[config.mk]
export PLATFORM = sky130hd
export DESIGN_NAME = axil_regs_top
export DESIGN_NICKNAME = d
export VERILOG_FILES = /design/src/design/axil_pkg.sv /design/src/design/regfile_pkg.sv /design/src/design/axil_channel_accept.sv /design/src/design/axil_reg_bank.sv /design/src/design/axil_reg_decode.sv /design/src/design/axil_regs_top.sv /design/src/design/axil_resp_drive.sv
export VERILOG_INCLUDE_DIRS = /design/src /design/src/include
export SDC_FILE = /design/constraint.sdc
export NUM_CORES = 1
export LEC_CHECK = 0
export ABC_AREA = 0
export BUFFER_PORTS_ARGS = -buffer_cell sky130_fd_sc_hd__buf_2
export CORE_MARGIN = 1
export CORE_UTILIZATION = 30
export DETAILED_ROUTE_END_ITERATION = 6
export GPL_TIMING_DRIVEN = 0
export SYNTH_ARGS = -nofsm -noshare
export SYNTH_HDL_FRONTEND = slang
export SYNTH_SLANG_ARGS = --single-unit
[constraint.sdc]
create_clock -name axi_if -period 4.3 [get_ports axi_if]
set_input_delay 0.215 -clock axi_if [delete_from_list [all_inputs] [get_ports axi_if]]
set_output_delay 0.215 -clock axi_if [all_outputs]
set_load 0.1 [all_outputs]
[src/include/axil_config.svh]
`ifndef AXIL_CONFIG_SVH
`define AXIL_CONFIG_SVH

// bus widths
`define AXIL_ADDR_WIDTH 32
`define AXIL_DATA_WIDTH 32
`define AXIL_STRB_WIDTH (`AXIL_DATA_WIDTH / 8)

// register map
`define AXIL_REG_COUNT 16
`define AXIL_REG_INDEX_WIDTH 4
`define AXIL_BASE_ADDR 32'h0000_0000

// packed reset words, register 0 in the low bits
// order from the top: others, version, config, status, control
`define AXIL_RESET_VALUES {{((`AXIL_REG_COUNT - 4) * `AXIL_DATA_WIDTH){1'b0}}, \
    32'h0001_0000, 32'h0000_0000, 32'hABCD_1234, 32'h0000_0000}

`define AXIL_RO_MASK 16'h000A      // status and version
`define AXIL_ERR_RDATA 32'hDEAD_BEEF

`endif

[src/design/axil_pkg.sv]
`include "axil_config.svh"

package axil_pkg;

    typedef logic [`AXIL_ADDR_WIDTH-1:0] addr_t;
    typedef logic [`AXIL_DATA_WIDTH-1:0] data_t;
    typedef logic [`AXIL_STRB_WIDTH-1:0] strb_t;
    typedef logic [1:0]                  resp_t;

    localparam resp_t RESP_OKAY   = 2'b00;
    localparam resp_t RESP_SLVERR = 2'b10;

    typedef struct packed {
        addr_t addr;
    } axil_aw_t;

    typedef struct packed {
        data_t data;
        strb_t strb;
    } axil_w_t;

    typedef struct packed {
        resp_t resp;
    } axil_b_t;

    typedef struct packed {
        addr_t addr;
    } axil_ar_t;

    typedef struct packed {
        data_t data;
        resp_t resp;
    } axil_r_t;

endpackage

[src/design/regfile_pkg.sv]
`include "axil_config.svh"

package regfile_pkg;

    typedef logic [`AXIL_REG_INDEX_WIDTH-1:0] reg_index_t;

    // granted request, straight from the channel slots
    typedef struct packed {
        logic            write;
        axil_pkg::addr_t addr;
        axil_pkg::data_t data;
        axil_pkg::strb_t strb;
    } reg_req_t;

    // decoded command
    typedef struct packed {
        logic            write;
        reg_index_t      index;
        axil_pkg::data_t data;
        axil_pkg::strb_t strb;
        logic            error;   // misaligned, out of range or read-only
    } reg_cmd_t;

    typedef struct packed {
        logic            write;
        axil_pkg::data_t data;
        axil_pkg::resp_t resp;
    } reg_rsp_t;

endpackage

[src/design/axil_channel_accept.sv]
`timescale 1ns/1ps

module axil_channel_accept (
    input  logic                  axi_if,
    input  logic                  rst,
    input  axil_pkg::axil_aw_t    aw,
    input  logic                  awvalid,
    output logic                  awready,
    input  axil_pkg::axil_w_t     w,
    input  logic                  wvalid,
    output logic                  wready,
    input  axil_pkg::axil_ar_t    ar,
    input  logic                  arvalid,
    output logic                  arready,
    output regfile_pkg::reg_req_t req,
    output logic                  req_valid,
    input  logic                  req_ready
);

    import axil_pkg::*;

    axil_aw_t aw_slot;
    axil_w_t  w_slot;
    axil_ar_t ar_slot;
    logic     aw_full, w_full, ar_full;
    logic     en;            // readies held low until one cycle after reset
    logic     last_write;    // round-robin state
    logic     wr_ok, rd_ok;
    logic     grant_write;
    logic     issue;

    assign awready = en && !aw_full;
    assign wready  = en && !w_full;
    assign arready = en && !ar_full;

    assign wr_ok = aw_full && w_full;
    assign rd_ok = ar_full;

    // a write wins unless a read is also waiting and a write went last
    assign grant_write = wr_ok && (!rd_ok || !last_write);

    assign req_valid = wr_ok || rd_ok;
    assign issue     = req_valid && req_ready;

    always_comb begin
        req.write = grant_write;
        req.addr  = grant_write ? aw_slot.addr : ar_slot.addr;
        req.data  = grant_write ? w_slot.data : '0;
        req.strb  = grant_write ? w_slot.strb : '0;
    end

    always_ff @(posedge axi_if) begin
        if (rst) begin
            en         <= 1'b0;
            aw_full    <= 1'b0;
            w_full     <= 1'b0;
            ar_full    <= 1'b0;
            last_write <= 1'b0;
        end else begin
            en <= 1'b1;
            if (awvalid && awready)
                aw_full <= 1'b1;
            else if (issue && grant_write)
                aw_full <= 1'b0;
            if (wvalid && wready)
                w_full <= 1'b1;
            else if (issue && grant_write)
                w_full <= 1'b0;
            if (arvalid && arready)
                ar_full <= 1'b1;
            else if (issue && !grant_write)
                ar_full <= 1'b0;
            if (issue)
                last_write <= grant_write;
        end
    end

    // slot payloads, captured on the transfer
    always_ff @(posedge axi_if) begin
        if (awvalid && awready) aw_slot <= aw;
        if (wvalid && wready)   w_slot  <= w;
        if (arvalid && arready) ar_slot <= ar;
    end

endmodule

[src/design/axil_reg_bank.sv]
`timescale 1ns/1ps
`include "axil_config.svh"

module axil_reg_bank (
    input  logic                  axi_if,
    input  logic                  rst,
    input  regfile_pkg::reg_cmd_t cmd,
    input  logic                  cmd_valid,
    output logic                  cmd_ready,
    output regfile_pkg::reg_rsp_t rsp,
    output logic                  rsp_valid,
    input  logic                  rsp_ready
);

    import axil_pkg::*;
    import regfile_pkg::*;

    localparam logic [`AXIL_REG_COUNT*`AXIL_DATA_WIDTH-1:0] RESET_VALUES = `AXIL_RESET_VALUES;

    data_t regs [`AXIL_REG_COUNT];
    logic  load;

    assign cmd_ready = !rsp_valid || rsp_ready;
    assign load      = cmd_valid && cmd_ready;

    // storage, written on the same edge the response is loaded
    always_ff @(posedge axi_if) begin
        if (rst) begin
            for (int i = 0; i < `AXIL_REG_COUNT; i++)
                regs[i] <= RESET_VALUES[i*`AXIL_DATA_WIDTH +: `AXIL_DATA_WIDTH];
        end else if (load && cmd.write && !cmd.error) begin
            for (int b = 0; b < `AXIL_STRB_WIDTH; b++) begin
                if (cmd.strb[b])
                    regs[cmd.index][8*b +: 8] <= cmd.data[8*b +: 8];
            end
        end
    end

    always_ff @(posedge axi_if) begin
        if (rst)
            rsp_valid <= 1'b0;
        else if (cmd_ready)
            rsp_valid <= cmd_valid;
    end

    always_ff @(posedge axi_if) begin
        if (load) begin
            rsp.write <= cmd.write;
            rsp.data  <= cmd.error ? `AXIL_ERR_RDATA : regs[cmd.index];   // old value on writes
            rsp.resp  <= cmd.error ? RESP_SLVERR : RESP_OKAY;
        end
    end

endmodule

[src/design/axil_reg_decode.sv]
`timescale 1ns/1ps
`include "axil_config.svh"

module axil_reg_decode (
    input  logic                  axi_if,
    input  logic                  rst,
    input  regfile_pkg::reg_req_t req,
    input  logic                  req_valid,
    output logic                  req_ready,
    output regfile_pkg::reg_cmd_t cmd,
    output logic                  cmd_valid,
    input  logic                  cmd_ready
);

    import axil_pkg::*;
    import regfile_pkg::*;

    localparam logic [`AXIL_REG_COUNT-1:0] RO_MASK = `AXIL_RO_MASK;

    addr_t      offset;
    logic       aligned;
    logic       in_range;
    logic       read_only;
    reg_index_t index;
    reg_cmd_t   cmd_next;

    assign offset   = req.addr - `AXIL_BASE_ADDR;
    assign aligned  = (offset[1:0] == 2'b00);
    assign in_range = (req.addr >= `AXIL_BASE_ADDR) &&
                      (offset < addr_t'(`AXIL_REG_COUNT * 4));
    assign index    = offset[2 +: `AXIL_REG_INDEX_WIDTH];   // word offset

    // only matters for writes, reads of RO registers are fine
    assign read_only = req.write && RO_MASK[index];

    always_comb begin
        cmd_next.write = req.write;
        cmd_next.index = index;
        cmd_next.data  = req.data;
        cmd_next.strb  = req.strb;
        cmd_next.error = !aligned || !in_range || read_only;
    end

    // load when empty or when the held command leaves this cycle
    assign req_ready = !cmd_valid || cmd_ready;

    always_ff @(posedge axi_if) begin
        if (rst)
            cmd_valid <= 1'b0;
        else if (req_ready)
            cmd_valid <= req_valid;
    end

    always_ff @(posedge axi_if) begin
        if (req_valid && req_ready)
            cmd <= cmd_next;
    end

endmodule

[src/design/axil_regs_top.sv]
`timescale 1ns/1ps

module axil_regs_top (
    input  logic               axi_if,
    input  logic               rst,
    input  axil_pkg::axil_aw_t aw,
    input  logic               awvalid,
    output logic               awready,
    input  axil_pkg::axil_w_t  w,
    input  logic               wvalid,
    output logic               wready,
    output axil_pkg::axil_b_t  b,
    output logic               bvalid,
    input  logic               bready,
    input  axil_pkg::axil_ar_t ar,
    input  logic               arvalid,
    output logic               arready,
    output axil_pkg::axil_r_t  r,
    output logic               rvalid,
    input  logic               rready
);

    import regfile_pkg::*;

    reg_req_t req;
    logic     req_valid, req_ready;
    reg_cmd_t cmd;
    logic     cmd_valid, cmd_ready;
    reg_rsp_t rsp;
    logic     rsp_valid, rsp_ready;

    axil_channel_accept u_accept (
        .axi_if(axi_if), .rst(rst),
        .aw(aw), .awvalid(awvalid), .awready(awready),
        .w(w), .wvalid(wvalid), .wready(wready),
        .ar(ar), .arvalid(arvalid), .arready(arready),
        .req(req), .req_valid(req_valid), .req_ready(req_ready)
    );

    axil_reg_decode u_decode (
        .axi_if(axi_if), .rst(rst),
        .req(req), .req_valid(req_valid), .req_ready(req_ready),
        .cmd(cmd), .cmd_valid(cmd_valid), .cmd_ready(cmd_ready)
    );

    axil_reg_bank u_bank (
        .axi_if(axi_if), .rst(rst),
        .cmd(cmd), .cmd_valid(cmd_valid), .cmd_ready(cmd_ready),
        .rsp(rsp), .rsp_valid(rsp_valid), .rsp_ready(rsp_ready)
    );

    axil_resp_drive u_resp (
        .axi_if(axi_if), .rst(rst),
        .rsp(rsp), .rsp_valid(rsp_valid), .rsp_ready(rsp_ready),
        .b(b), .bvalid(bvalid), .bready(bready),
        .r(r), .rvalid(rvalid), .rready(rready)
    );

endmodule

[src/design/axil_resp_drive.sv]
`timescale 1ns/1ps

module axil_resp_drive (
    input  logic                  axi_if,
    input  logic                  rst,
    input  regfile_pkg::reg_rsp_t rsp,
    input  logic                  rsp_valid,
    output logic                  rsp_ready,
    output axil_pkg::axil_b_t     b,
    output logic                  bvalid,
    input  logic                  bready,
    output axil_pkg::axil_r_t     r,
    output logic                  rvalid,
    input  logic                  rready
);

    typedef enum logic [1:0] {
        ST_IDLE,
        ST_WRESP,
        ST_RRESP
    } state_t;

    state_t state;

    assign rsp_ready = (state == ST_IDLE);
    assign bvalid    = (state == ST_WRESP);
    assign rvalid    = (state == ST_RRESP);

    always_ff @(posedge axi_if) begin
        if (rst) begin
            state <= ST_IDLE;
        end else begin
            case (state)
                ST_IDLE: begin
                    if (rsp_valid)
                        state <= rsp.write ? ST_WRESP : ST_RRESP;
                end
                ST_WRESP: begin
                    if (bready) state <= ST_IDLE;   // B handshake done
                end
                ST_RRESP: begin
                    if (rready) state <= ST_IDLE;
                end
                default: state <= ST_IDLE;
            endcase
        end
    end

    // payloads only change when a new response is taken in
    always_ff @(posedge axi_if) begin
        if (rsp_valid && rsp_ready) begin
            b.resp <= rsp.resp;
            r.data <= rsp.data;
            r.resp <= rsp.resp;
        end
    end

endmodule

# Yosys cells after proc, flatten, opt, wreduce, memory -nomap -nowiden

Memories as Yosys holds them, arrays and structs flattened. A register that Yosys moved wholly into a read port is not among the register bits.
Index checks and enable logic that the tools add are counted.

Bitwise operators: 0
Eq/ne operators: 5
Shifts and indexed selects: 0
$add $sub $neg: 0
Reductions and logical operators: 40
Multipliers: 0
Divide/modulo/power cells: 0
Order comparisons: 3
Mux-type cells: 35

Operators with widths:

| cell                                                                   | number |
|---|---|
| 32-bit two-way mux                                                     | 2 |
| 32-bit by 1-bit >= comparator with 1-bit output, second input constant | 1 |
| 32-bit by 7-bit < comparator with 1-bit output, second input constant  | 1 |
| 32-bit OR reduction                                                    | 1 |
| 1-bit two-way mux                                                      | 25 |
| 1-bit logical AND                                                      | 17 |
| 1-bit logical NOT                                                      | 10 |
| 2-bit two-way mux                                                      | 5 |
| 4-bit two-way mux                                                      | 2 |
| 1-bit logical OR                                                       | 6 |
| 2-bit by 1-bit != test with 1-bit output, second input constant        | 3 |
| 2-bit case mux with 3 select lines                                     | 1 |
| 2-bit nonzero test                                                     | 3 |
| 4-bit by 5-bit < comparator with 1-bit output, second input constant   | 1 |
| 2-bit logical NOT                                                      | 2 |
| 3-bit AND reduction                                                    | 1 |
| 2-bit by 1-bit == test with 1-bit output, second input constant        | 1 |
| 2-bit == test, second input constant                                   | 1 |

Output and inout bits: 41
Register bits after elaboration: 188
Bits in writable memories: 512
Memories kept: 2
Latch bits: 0
Bits of input ports: 107
Bits in read-only memories: 16
Logic and storage cells: 106

Memories:

| memory          | depth | width | read ports | clocked after memory_dff | write ports | RTL line              | text |
|---|---|---|---|---|---|---|---|
| u_bank.regs     | 16    | 32    | 1          | 1                        | 16          | axil_reg_bank.sv:20   | `` data_t regs [`AXIL_REG_COUNT]; `` |
| (no name shown) | 16    | 1     | 1          | 0                        | 0           | axil_reg_decode.sv:34 | `assign read_only = req.write && RO_MASK[index];` |

# Depth between registers and ports, before layout

Gate-level depths: netlist of the first run.

Depth after elaboration: 10
Depth in mapped cells: 7
Gate-level depth less buffers: 4

# Hierarchy

A second synthesis of the first run with hierarchy kept.

Cells, all modules: 2,102
Area, all modules: 31,265.0 um2

By module, submodules not included:

| module              | instances | sequential area each (um2) | cells an instance | area each (um2) |
|---|---|---|---|---|
| axil_reg_bank       | 1         | 16,415.7                   | 1,795             | 24,858.8 |
| axil_channel_accept | 1         | 3,103.0                    | 201               | 3,880.0 |
| axil_reg_decode     | 1         | 1,281.2                    | 58                | 1,375.1 |
| axil_resp_drive     | 1         | 1,061.0                    | 48                | 1,151.1 |

# Least setup slack after synthesis of the first run

Ideal clock, no wire load.

Path kind: flip-flop to flip-flop
From: register u_resp.state[0]
To: register, netlist name u_resp.b[1]
Path slack: 0.913 ns
Data arrival time: 2.916 ns
Period minus slack after synthesis: 3.387 ns
Buffers on the path: 1
Stages on the path, launching flop included: 3
Required time: 3.829 ns
Setup time: 0.471 ns
Cell sequence: dfxtp_1 > buf_2 > nor3b_1

Cells in the longest elaborated chain, start to end: 2

Ends and longest elaborated chain:

| what                     | RTL line              | text |
|---|---|---|
| start: declaration       | axil_resp_drive.sv:23 | `state_t state;` |
| start signal: assignment | axil_resp_drive.sv:36 | `state <= rsp.write ? ST_WRESP : ST_RRESP;` |
| 2-bit logical NOT        | axil_resp_drive.sv:25 | `assign rsp_ready = (state == ST_IDLE);` |
| 1-bit logical AND        | axil_resp_drive.sv:51 | `if (rsp_valid && rsp_ready) begin` |

Every way passes these cells.
A chain may end at the register's enable or synchronous reset.

==> results of run 1 <==
per-layer routing:
metal	part of all wire	wire (um)	vias up	global-route usage
li1	-	-	8473	-
met1	0.43	38380	9414	0.2273
met2	0.46	40660	792	0.2663
met3	0.080	7143	181	0.03684
met4	0.035	3157	0	0.06226
met5	0	0	-	0
kinds of logic (layout without fill, tap and decap cells):
group,Yosys count,count (layout),share of synthesized area
and+or+nand+nor,807,807,0.1540
buffers and inverters,138,544,0.01951
AOI/OAI and AO/OA,189,189,0.03830
DFF,730,730,0.7019
muxes,237,237,0.08613
other,1,3,0.0001206
cell usage in the layout (no fill, tap or decap), types with 3 or more instances in the layout:
cell type	instances
a211oi_1	24
a21oi_1	8
a22oi_1	56
and2_1	499
and2_2	3
and3_1	36
buf_2	190
buf_4	10
buf_6	4
bufinv_16	5
clkbuf_1	108
clkbuf_16	81
clkbuf_8	3
clkinv_1	14
clkinv_2	6
clkinvlp_4	6
dfxtp_1	9
dlygate4sd3_1	103
edfxtp_1	721
inv_1	4
mux2_2	5
mux2i_1	208
mux4_2	24
nand2_1	94
nand3_1	14
nand4_1	27
nor2_1	37
nor2_2	30
nor2_4	8
nor2b_1	15
nor4_1	13
o21ai_0	44
o21ai_1	30
o22ai_1	24
or3_1	17
state kept, by name, indices dropped and copies added (netlist names), 2 cells and up:
register,count
u_accept.ar_slot,32
u_accept.aw_slot,32
u_accept.w_slot,36
u_bank.regs,512
u_bank.rsp,34
u_decode.cmd,42
u_resp.r,32
u_resp.state,2
cell type report:
class	count	area, sq um
fillers	9675	65060
flip-flops and latches	730	21830
multi-input cells	1235	8683
clock buffers	106	2151
repair buffers	265	1951
well taps	1368	1712
plain buffers	134	591.8
clock inverters	35	327.8
inverters	4	15.01
diodes	1	2.502
power by group through the flow:
stage / Clock (uW) / Combinational [uW] / Sequential (uW)
after CTS: 6690 / 826 / 8140
after detailed placement: 0 / 752 / 8290
after global routing: 6970 / 881 / 8160
after floorplan: 0 / 406 / 8270
final: 6620 / 839 / 8140
after global placement: 0 / 729 / 8290
worst max-delay path, cell delays in order, from the launching register on:
cell      delay, ns
edfxtp_1       0.50
buf_2          0.24
nor2_1         0.25
nand2_1        0.27
clkbuf_1       0.45
o21ai_0        1.23
how the worst max path moves through the flow:
stage               slack (ns)                                end  cells past startpoint
finish                    0.98   u_bank.regs[1][20]$_SDFFCE_PN0P_                      5
global route              0.94   u_bank.regs[15][3]$_SDFFCE_PN0P_                      4
detailed placement        0.93   u_bank.regs[3][30]$_SDFFCE_PN0P_                      6
global placement         -2.47              u_resp.r[8]$_DFFE_PP_                      2
CTS                       0.94  u_bank.regs[15][31]$_SDFFCE_PN0P_                      4
floorplan                 0.91              u_resp.b[1]$_DFFE_PP_                      2
metrics by stage:
step	hold slack [ns]	total power, uW
after CTS	0.1001	15660
after global routing	0.1676	16000
after detailed placement	0.3931	9041
final	0.1204	15600
after floorplan	0.3139	8679
after global placement	0.3917	9019
what timing repair did:
item,CTS,global route
setup buffers,0,0
hold endpoints to repair,103,0
hold buffers,103,0
==> summary.txt, run 1 <==
STA
  – Peak Freq: 0.3014 GHz
  – Endpoints failing hold: 0
  – Worst Max-Slew Pin Slew: 1.460 ns
  – Min Tclk post-route: 3.318 ns
  – Setup ws final: 0.9820 ns
  – Setup TNS: 0 ns
  – RSZ-0062 raised after global routing: no
  – Slew HR: 0.01660
  – Final setup viols: 0
  – Max Clock Skew: 0.03539 ns
  – Final number of max-transition violations: 0
  – Period utilisation layout: 0.7716

Setup path
  – CP endpoint kind: flip-flop
  – Setup crit start kind: flip-flop
  – Critical path class: flip-flop to flip-flop
  – R2r endpoint: u_bank.regs[1][20]$_SDFFCE_PN0P_
  – Reg2Reg Depth: 5
  – CP startpoint: u_decode.cmd[40]$_DFFE_PP_
  – Crit Path Max Fanout: 10
  – Arr. time, crit path: 3.56 ns
  – R2r startpoint: u_decode.cmd[40]$_DFFE_PP_
  – Reg2Reg Setup Slack: 0.98 ns
  – Critical path data required time: 4.55 ns

Clock network
  – Latest clock arrival within the worst-skew pair: 0.64 ns
  – Cts bufs inserted: 79
  – CTS resizes: 0
  – Htree depth: 3
  – TritonCTS clock tree: yes
  – Worst-path clk slew: 0.06 ns
  – Clock Sinks: 730
  – Clock root buffer: clkbuf_16
  – CTS Buffer Depth: 3

Global route
  – Gr usage total: 0.1688
  – Initial antenna violation count: 2
  – Vias in the first global route: 18800
  – Gr ovfl total: 0
  – First-pass GRT wire length: 126800 um
  – Largest net degree at the start of global routing: 34

Route
  – Drt total wl: 89350 um
  – Vias per Instance: 4.863
  – Drt first-iter violations: 1665
  – Drt first pass iters: 5
  – DR WL/cell: 23.04 um
  – Vias: 18860
  – Residual DRC: 0
  – ANT nets after route: 0

Synthesis
  – Post-synthesis sequential area ratio: 0.7019
  – Most numerous cell in the Yosys netlist: edfxtp_1
  – Mapped Area: 31100 sq um
  – Ys async rst share: 0
  – Post-synth top area cell: edfxtp_1
  – Top cells by area, synth: edfxtp_1, and2_1, mux2i_1, mux4_2, a22oi_1
  – Yosys cell types: 40
  – Top-area cell type share of the netlist area: 0.6961
  – Synth warn: 0
  – FF+latch count, synth: 730
  – Syn Area/Cell: 14.80 sq um
  – Prevailing post-synth register cell: edfxtp_1
  – Mapped Cells: 2102
  – Number of synthesized flops with an enable pin: 721
  – Post-synth top cells: edfxtp_1, and2_1, mux2i_1

Power
  – Leak: 0.01354 uW
  – Clock power share: 0.425
  – Internal power: 12140 uW
  – Sw frac: 0.2220
  – Sw power: 3464 uW
  – Max IR drop VDD: 0.0003053 V
  – Pwr Density: 418.6 nW/um^2
  – Reg power frac: 0.522
  – Logic pwr share: 0.054

Placement
  – Pre-CTS setup slack: 0.9335 ns
  – Placer Congestion: 0.8494
  – Dpl hpwl: 59970 um
  – Port Buffer Count: 145
  – Placed cell area: 33720 sq um
  – Placed cell count: 3628

Die
  – Die width: 324.0 um
  – CORE AREA: 102300 sq um
  – Die Height: 324.0 um
  – I/O Pins: 148
  – # rows: 117
  – Initial Util: 0.3039
  – Die Area: 105000 sq um

Hold path
  – Hold Crit Class: primary input to flip-flop
  – Hold EP: u_accept.aw_full$_SDFFE_PP0P_
  – Hold Path Stages: 3
  – Hold path start: rst

Finish
  – Final core utilization: 0.3642
  – Area growth syn-to-layout: 19.82%
  – Non-Filler Cell Area, Final: 37260 sq um
  – Layout cells sized above 1: 0.1570
  – Filler-free cell count of the finished design: 3878
  – # nets final: 2556

Status
  – Status: finished clean

Flow run
  – Max Cap Viol: 0
No activity file was read; power rests on OpenSTA's default activity.
==> run 2: changes to the inputs <==
==> constraint.sdc (replaced) <==
create_clock -name axi_if -period 3.3 [get_ports axi_if]
set_input_delay 0.165 -clock axi_if [delete_from_list [all_inputs] [get_ports axi_if]]
set_output_delay 0.165 -clock axi_if [all_outputs]
set_load 0.1 [all_outputs]
==> run 2 against run 1 <==
Sequential power rose by 30%. The flow now finishes with violations (capacitance limit, setup timing). Power increased by 32%. Combinational power grew 30%. Largest cell class unchanged.
==> summary.txt, run 2 (synthesis gave the netlist of run 1 again) <==
Status
  – Status: finished with violations
  – Failing checks: capacitance limit, setup timing

Route
  – Vias: 18830
  – Drt total wl: 89660 um
  – ANT nets after route: 0
  – Drt first pass iters: 5
  – Drt first-iter violations: 1705
  – Residual DRC: 0
  – Vias per Instance: 4.849
  – DR WL/cell: 23.09 um

Finish
  – Flip-flop count of the largest register after layout: 512
  – Storage cell area: 21830 sq um
  – Area growth syn-to-layout: 20.06%
  – Filler Cell Count: 9590
  – Most common cell after layout, fill and taps aside: edfxtp_1
  – Most flops, register: u_bank.regs
  – # nets final: 2558
  – Final core utilization: 0.3649
  – Commonest non-fill, non-tap cells in the layout: edfxtp_1, and2_1, mux2i_1, buf_2, clkbuf_1
  – Regs by FF count: u_bank.regs (512), u_decode.cmd (42), u_accept.w_slot (36)
  – Area occupied by multi-input gates: 8690 sq um
  – Layout cells sized above 1: 0.1583
  – Non-Filler Cell Area, Final: 37340 sq um

Power
  – Max IR drop VDD: 0.0003908 V
  – Pwr Density: 549.9 nW/um^2
  – Leak: 0.01360 uW

STA
  – Endpoints failing hold: 0
  – Final number of max-transition violations: 0
  – Worst Max-Slew Pin Slew: 1.474 ns
  – Max Clock Skew: 0.03414 ns
  – Slew HR: 0.007176
  – Min Tclk post-route: 3.346 ns
  – Final setup viols: 16
  – Setup ws final: -0.04626 ns
  – Peak Freq: 0.2988 GHz
  – Period utilisation layout: 1.014
  – RSZ-0062 raised after global routing: yes

Placement
  – Placed cell area: 33720 sq um
  – Dpl hpwl: 60560 um
  – Placer Congestion: 0.8539
  – Port Buffer Count: 145

Setup path
  – Arr. time, crit path: 3.58 ns
  – Reg2Reg Setup Slack: -0.05 ns
  – Reg2Reg Depth: 5
  – Setup crit start kind: flip-flop
  – CP endpoint kind: flip-flop
  – Critical path class: flip-flop to flip-flop
  – R2r startpoint: u_decode.cmd[40]$_DFFE_PP_
  – R2r endpoint: u_bank.regs[1][16]$_SDFFCE_PN1P_
  – Crit Path Max Fanout: 10
  – Critical path data required time: 3.53 ns

Global route
  – Gr ovfl total: 0
  – Gr usage total: 0.1704
  – Vias in the first global route: 19190
  – M2 GR Usage: 0.2745
  – Met3 track demand over resource: 0.03734
  – Met1 usage: 0.2243
  – GRT busiest layer: met2
  – First-pass GRT wire length: 128500 um
  – Largest net degree at the start of global routing: 34
  – Initial antenna violation count: 5

Clock network
  – Htree depth: 3
  – Cts bufs inserted: 79
  – TritonCTS clock tree: yes
  – CTS resizes: 0
  – CTS Buffer Depth: 3
  – Post-CTS repair timing setup buffer count: 0
  – Worst-path clk slew: 0.06 ns
  – Latest clock arrival within the worst-skew pair: 0.63 ns
  – Clock root buffer: clkbuf_16
  – Clock Sinks: 730

Die
  – Die width: 324.0 um
  – CORE AREA: 102300 sq um
  – Die Area: 105000 sq um
  – Die Height: 324.0 um
  – # rows: 117
  – I/O Pins: 148
  – Initial Util: 0.3039

Hold path
  – Hold EP: u_accept.aw_full$_SDFFE_PP0P_
  – Hold path start: rst
  – Hold Path Stages: 3
  – Hold Crit Class: primary input to flip-flop

Flow run
  – Max Cap Viol: 1
run 2: cell count changes in the layout (fill, tap and decap cells not counted), sizes merged:
| cell | delta |
|---|---|
| bufinv | +1 |
| clkinv | +3 |
| buf | +1 |
| clkinvlp | -5 |
| clkbuf | +6 |
run 2: final cells by class:
type / instances / share of cell area
repair buffers: 267 / 0.05200
inverters: 4 / 0.0004021
clock buffers: 111 / 0.05981
multi-input cells: 1235 / 0.2327
well taps: 1368 / 0.04584
plain buffers: 134 / 0.01585
flip-flops and latches: 730 / 0.5846
diodes: 1 / 0.00006702
clock inverters: 34 / 0.008678
run 2: layer usage:
layer	vias to the layer above	routed length (um)
met5	-	22
met4	4	3121
met3	192	7329
met2	818	41440
met1	9334	37750
li1	8485	-
run 2: worst max path at each step:
stage | end | slack [ns] | start
detailed placement | u_bank.regs[3][30]$_SDFFCE_PN0P_ | -0.01 | rst
CTS | u_bank.regs[11][31]$_SDFFCE_PN0P_ | 0.02 | u_decode.cmd[39]$_DFFE_PP_
floorplan | u_accept.w_slot[0]$_DFFE_PP_ | 0.13 | u_accept.en$_DFF_P_
finish | u_bank.regs[1][16]$_SDFFCE_PN1P_ | -0.05 | u_decode.cmd[40]$_DFFE_PP_
global placement | u_decode.cmd[8]$_SDFFCE_PP0P_ | -2.06 | u_accept.aw_full$_SDFFE_PP0P_
global route | u_bank.regs[1][16]$_SDFFCE_PN1P_ | -0.06 | u_decode.cmd[40]$_DFFE_PP_
run 2: timing repair:
action,4_1_cts,5_1_grt
hold buffers,103,0
endpoints found under the hold margin,103,0
endpoints found under the setup margin,0,22
run 2: critical path, cell delays in order (launching register included):
cell	delay [ns]
edfxtp_1	0.50
buf_2	0.24
nor2_1	0.26
nand2_1	0.29
clkbuf_1	0.46
o21ai_0	1.21
run 2: where the power goes:
group	internal [uW]	total, uW	switching (uW)
sequential	10500	10600	120
combinational	355	1090	733
clock	5190	8840	3650
total	16000	20500	4500
run 2: through the flow:
stage	power (uW)	hold slack (ns)	cells	setup TNS [ns]	worst slack, ns
global placement	11750	0.3412	3616	-111.28	-2.064
detailed placement	11780	0.3431	3631	-0.08460	-0.01120
finish	20530	0.09509	3884	-0.5385	-0.04626
global route	21050	0.1219	3883	-0.8361	-0.05827
floorplan	11310	0.2639	2103	0	0.1342
CTS	20620	0.07677	3879	0	0.02235
==> run 3: changes to the inputs <==
--- a/config.mk
+++ b/config.mk
@@ -6,7 +6,7 @@
 export SDC_FILE = /design/constraint.sdc
 export NUM_CORES = 1
 export LEC_CHECK = 0
-export ABC_AREA = 0
+export ABC_AREA = 1
 export BUFFER_PORTS_ARGS = -buffer_cell sky130_fd_sc_hd__buf_2
 export CORE_MARGIN = 1
 export CORE_UTILIZATION = 30
==> constraint.sdc (replaced) <==
create_clock -name axi_if -period 3.25 [get_ports axi_if]
set_input_delay 0.1625 -clock axi_if [delete_from_list [all_inputs] [get_ports axi_if]]
set_output_delay 0.1625 -clock axi_if [all_outputs]
set_load 0.1 [all_outputs]
==> run 3 against run 2 <==
The run now ends clean. Core utilization decreased by 0.22 points. Area after synthesis increased by 1.9%. Clock skew about the same. Sequential share of layout area decreased by 0.64 points. Highest routed layer unchanged.
==> summary.txt, run 3 <==
Status
  – Status: finished clean

Finish
  – # nets final: 3437
  – Layout cells sized above 1: 0.1334
  – Final core utilization: 0.3627
  – Non-Filler Cell Area, Final: 37750 sq um
  – Most flops, register: u_bank.regs
  – Regs by FF count: u_bank.regs (512), u_decode.cmd (42), u_accept.w_slot (36)
  – Area growth syn-to-layout: 19.13%
  – Area occupied by multi-input gates: 8427 sq um
  – Commonest non-fill, non-tap cells in the layout: nand2_1, edfxtp_1, nor3_1, buf_2, nor2_1
  – Storage cell area: 21830 sq um
  – Most common cell after layout, fill and taps aside: nand2_1
  – Filler Cell Count: 10260
  – Flip-flop count of the largest register after layout: 512

Synthesis
  – Post-synth top cells: nand2_1, edfxtp_1, nor3_1
  – Syn Area/Cell: 10.59 sq um
  – Top cells by area, synth: edfxtp_1, nand2_1, nor3_1, nor2_1, nor3_2
  – Synth warn: 0
  – FF+latch count, synth: 730
  – Most numerous cell in the Yosys netlist: nand2_1
  – Post-synth top area cell: edfxtp_1
  – Ys async rst share: 0
  – Prevailing post-synth register cell: edfxtp_1
  – Post-synthesis sequential area ratio: 0.6889
  – Yosys cell types: 23
  – Mapped Cells: 2992
  – Number of synthesized flops with an enable pin: 721
  – Top-area cell type share of the netlist area: 0.6832
  – Mapped Area: 31690 sq um

STA
  – Slew HR: 0.2142
  – RSZ-0062 raised after global routing: no
  – Setup ws final: 0.09324 ns
  – Max Clock Skew: 0.03401 ns
  – Final setup viols: 0
  – Setup TNS: 0 ns
  – Peak Freq: 0.3168 GHz
  – Min Tclk post-route: 3.157 ns
  – Worst hold slack: 0.2341 ns
  – Period utilisation layout: 0.9713
  – Worst Max-Slew Pin Slew: 1.166 ns
  – Final number of max-transition violations: 0
  – Endpoints failing hold: 0

Setup path
  – Crit Path Max Fanout: 10
  – Critical path data required time: 3.64 ns
  – Setup crit start kind: flip-flop
  – Critical path class: flip-flop to flip-flop
  – Arr. time, crit path: 3.55 ns
  – CP endpoint kind: flip-flop

Global route
  – Gr ovfl total: 0
  – First-pass GRT wire length: 143300 um
  – Vias in the first global route: 23200
  – Largest net degree at the start of global routing: 43
  – Initial antenna violation count: 3
  – Gr usage total: 0.1818

Clock network
  – Htree depth: 3
  – Clock Sinks: 730
  – Worst-path clk slew: 0.06 ns
  – Clock root buffer: clkbuf_16
  – TritonCTS clock tree: yes
  – Cts bufs inserted: 77
  – CTS Buffer Depth: 3
  – Latest clock arrival within the worst-skew pair: 0.65 ns

Route
  – DR WL/cell: 20.60 um
  – Vias per Instance: 4.939
  – Drt first pass iters: 5
  – Residual DRC: 0
  – Drt total wl: 98250 um
  – Vias: 23560
  – Drt first-iter violations: 2797
  – ANT nets after route: 0

Die
  – Initial Util: 0.3045
  – I/O Pins: 148
  – Die width: 327.0 um
  – Die Height: 327.0 um
  – Die Area: 106900 sq um
  – # rows: 118
  – CORE AREA: 104100 sq um

Power
  – Max IR drop VDD: 0.0003989 V
  – Pwr Density: 543.6 nW/um^2
  – Leak: 0.01369 uW

Placement
  – Placer Congestion: 0.9212
  – Placed cell area: 34180 sq um
  – Dpl hpwl: 70770 um
  – Port Buffer Count: 144
  – Pre-CTS setup slack: -0.5636 ns

Flow run
  – Max Cap Viol: 0

Hold path
  – Hold Crit Class: primary input to flip-flop
run 3: cell types whose count changed after synthesis, sizes merged, moves of 67 or more:
cell	before	now
nor3	2	499
inv	4	135
nor2	75	198
nand2	94	1010
buf	48	115
and2	502	0
mux2i	208	0
run 3: what timing repair did:
action | CTS | global route
endpoints found under the hold margin | 108 | 0
resized for setup | 67 | 18
endpoints found under the setup margin | 456 | 330
pin swaps | 0 | 1
hold buffers | 111 | 0
setup buffers | 0 | 0
gates cloned | 0 | 1
run 3: worst paths after layout:
check | depth (start not counted) | slack [ns] | startpoint | end
worst max-delay path | 9 | 0.09 | u_decode.cmd[38]$_DFFE_PP_ | u_bank.rsp[11]$_SDFFCE_PP1N_
worst min-delay path | 2 | 0.23 | aw[13] | u_accept.aw_slot[13]$_DFFE_PP_
worst max register to register | 9 | 0.09 | u_decode.cmd[38]$_DFFE_PP_ | u_bank.rsp[11]$_SDFFCE_PP1N_
worst min register to register | 0 | 0.42 | u_bank.rsp[8]$_SDFFCE_PP1N_ | u_resp.r[8]$_DFFE_PP_
run 3: power breakdown:
part	internal (uW)	switching, uW	total [uW]
registers	10600	95.8	10700
logic	317	935	1250
clock network	4820	3710	8530
total	15800	4740	20500
run 3: per-layer routing:
layer / routed length [um] / GRT usage / part of all wire
met5: 150 / 0 / 0.0015
met4: 3457 / 0.06247 / 0.035
met3: 9966 / 0.03930 / 0.10
met2: 45130 / 0.2947 / 0.46
met1: 39540 / 0.2403 / 0.40
run 3: stage by stage:
| stage | cells | total power [uW] |
|---|---|---|
| 6_report | 4770 | 20520 |
| 5_1_grt | 4769 | 21080 |
| 4_1_cts | 4768 | 20570 |
| 3_5_place_dp | 4519 | 12050 |
| 3_3_place_gp | 4517 | 12030 |
| 2_1_floorplan | 2993 | 11570 |
run 3: logic make-up after synthesis:
family | count (synthesis) | share of synthesized area
buffers and inverters | 373 | 0.04868
AOI/OAI and AO/OA | 124 | 0.01970
other | 1 | 0.0001183
and+or+nand+nor | 1764 | 0.2426
DFF | 730 | 0.6889
run 3: area by class of cell:
| cell class | instances | share of cell area |
|---|---|---|
| Sequential cell | 730 | 0.5782 |
| Multi-Input combinational cell | 1891 | 0.2232 |
| Clock buffer | 99 | 0.05379 |
| Timing Repair Buffer | 257 | 0.04918 |
| Tap cell | 1380 | 0.04573 |
| Buffer | 235 | 0.02714 |
| Inverter | 138 | 0.01372 |
| Clock inverter | 39 | 0.008915 |
| Antenna cell | 1 | 0.00006628 |
run 3: critical path, stage by stage (launching register included):
cell and delay (ns):
edfxtp_1 0.52, inv_2 0.15, clkbuf_1 0.76, clkbuf_1 0.65, nand2_1 0.12, nand3_1 0.11, nand2_1 0.06, nand2_1 0.17
nor2_1 0.06, nand2_1 0.31
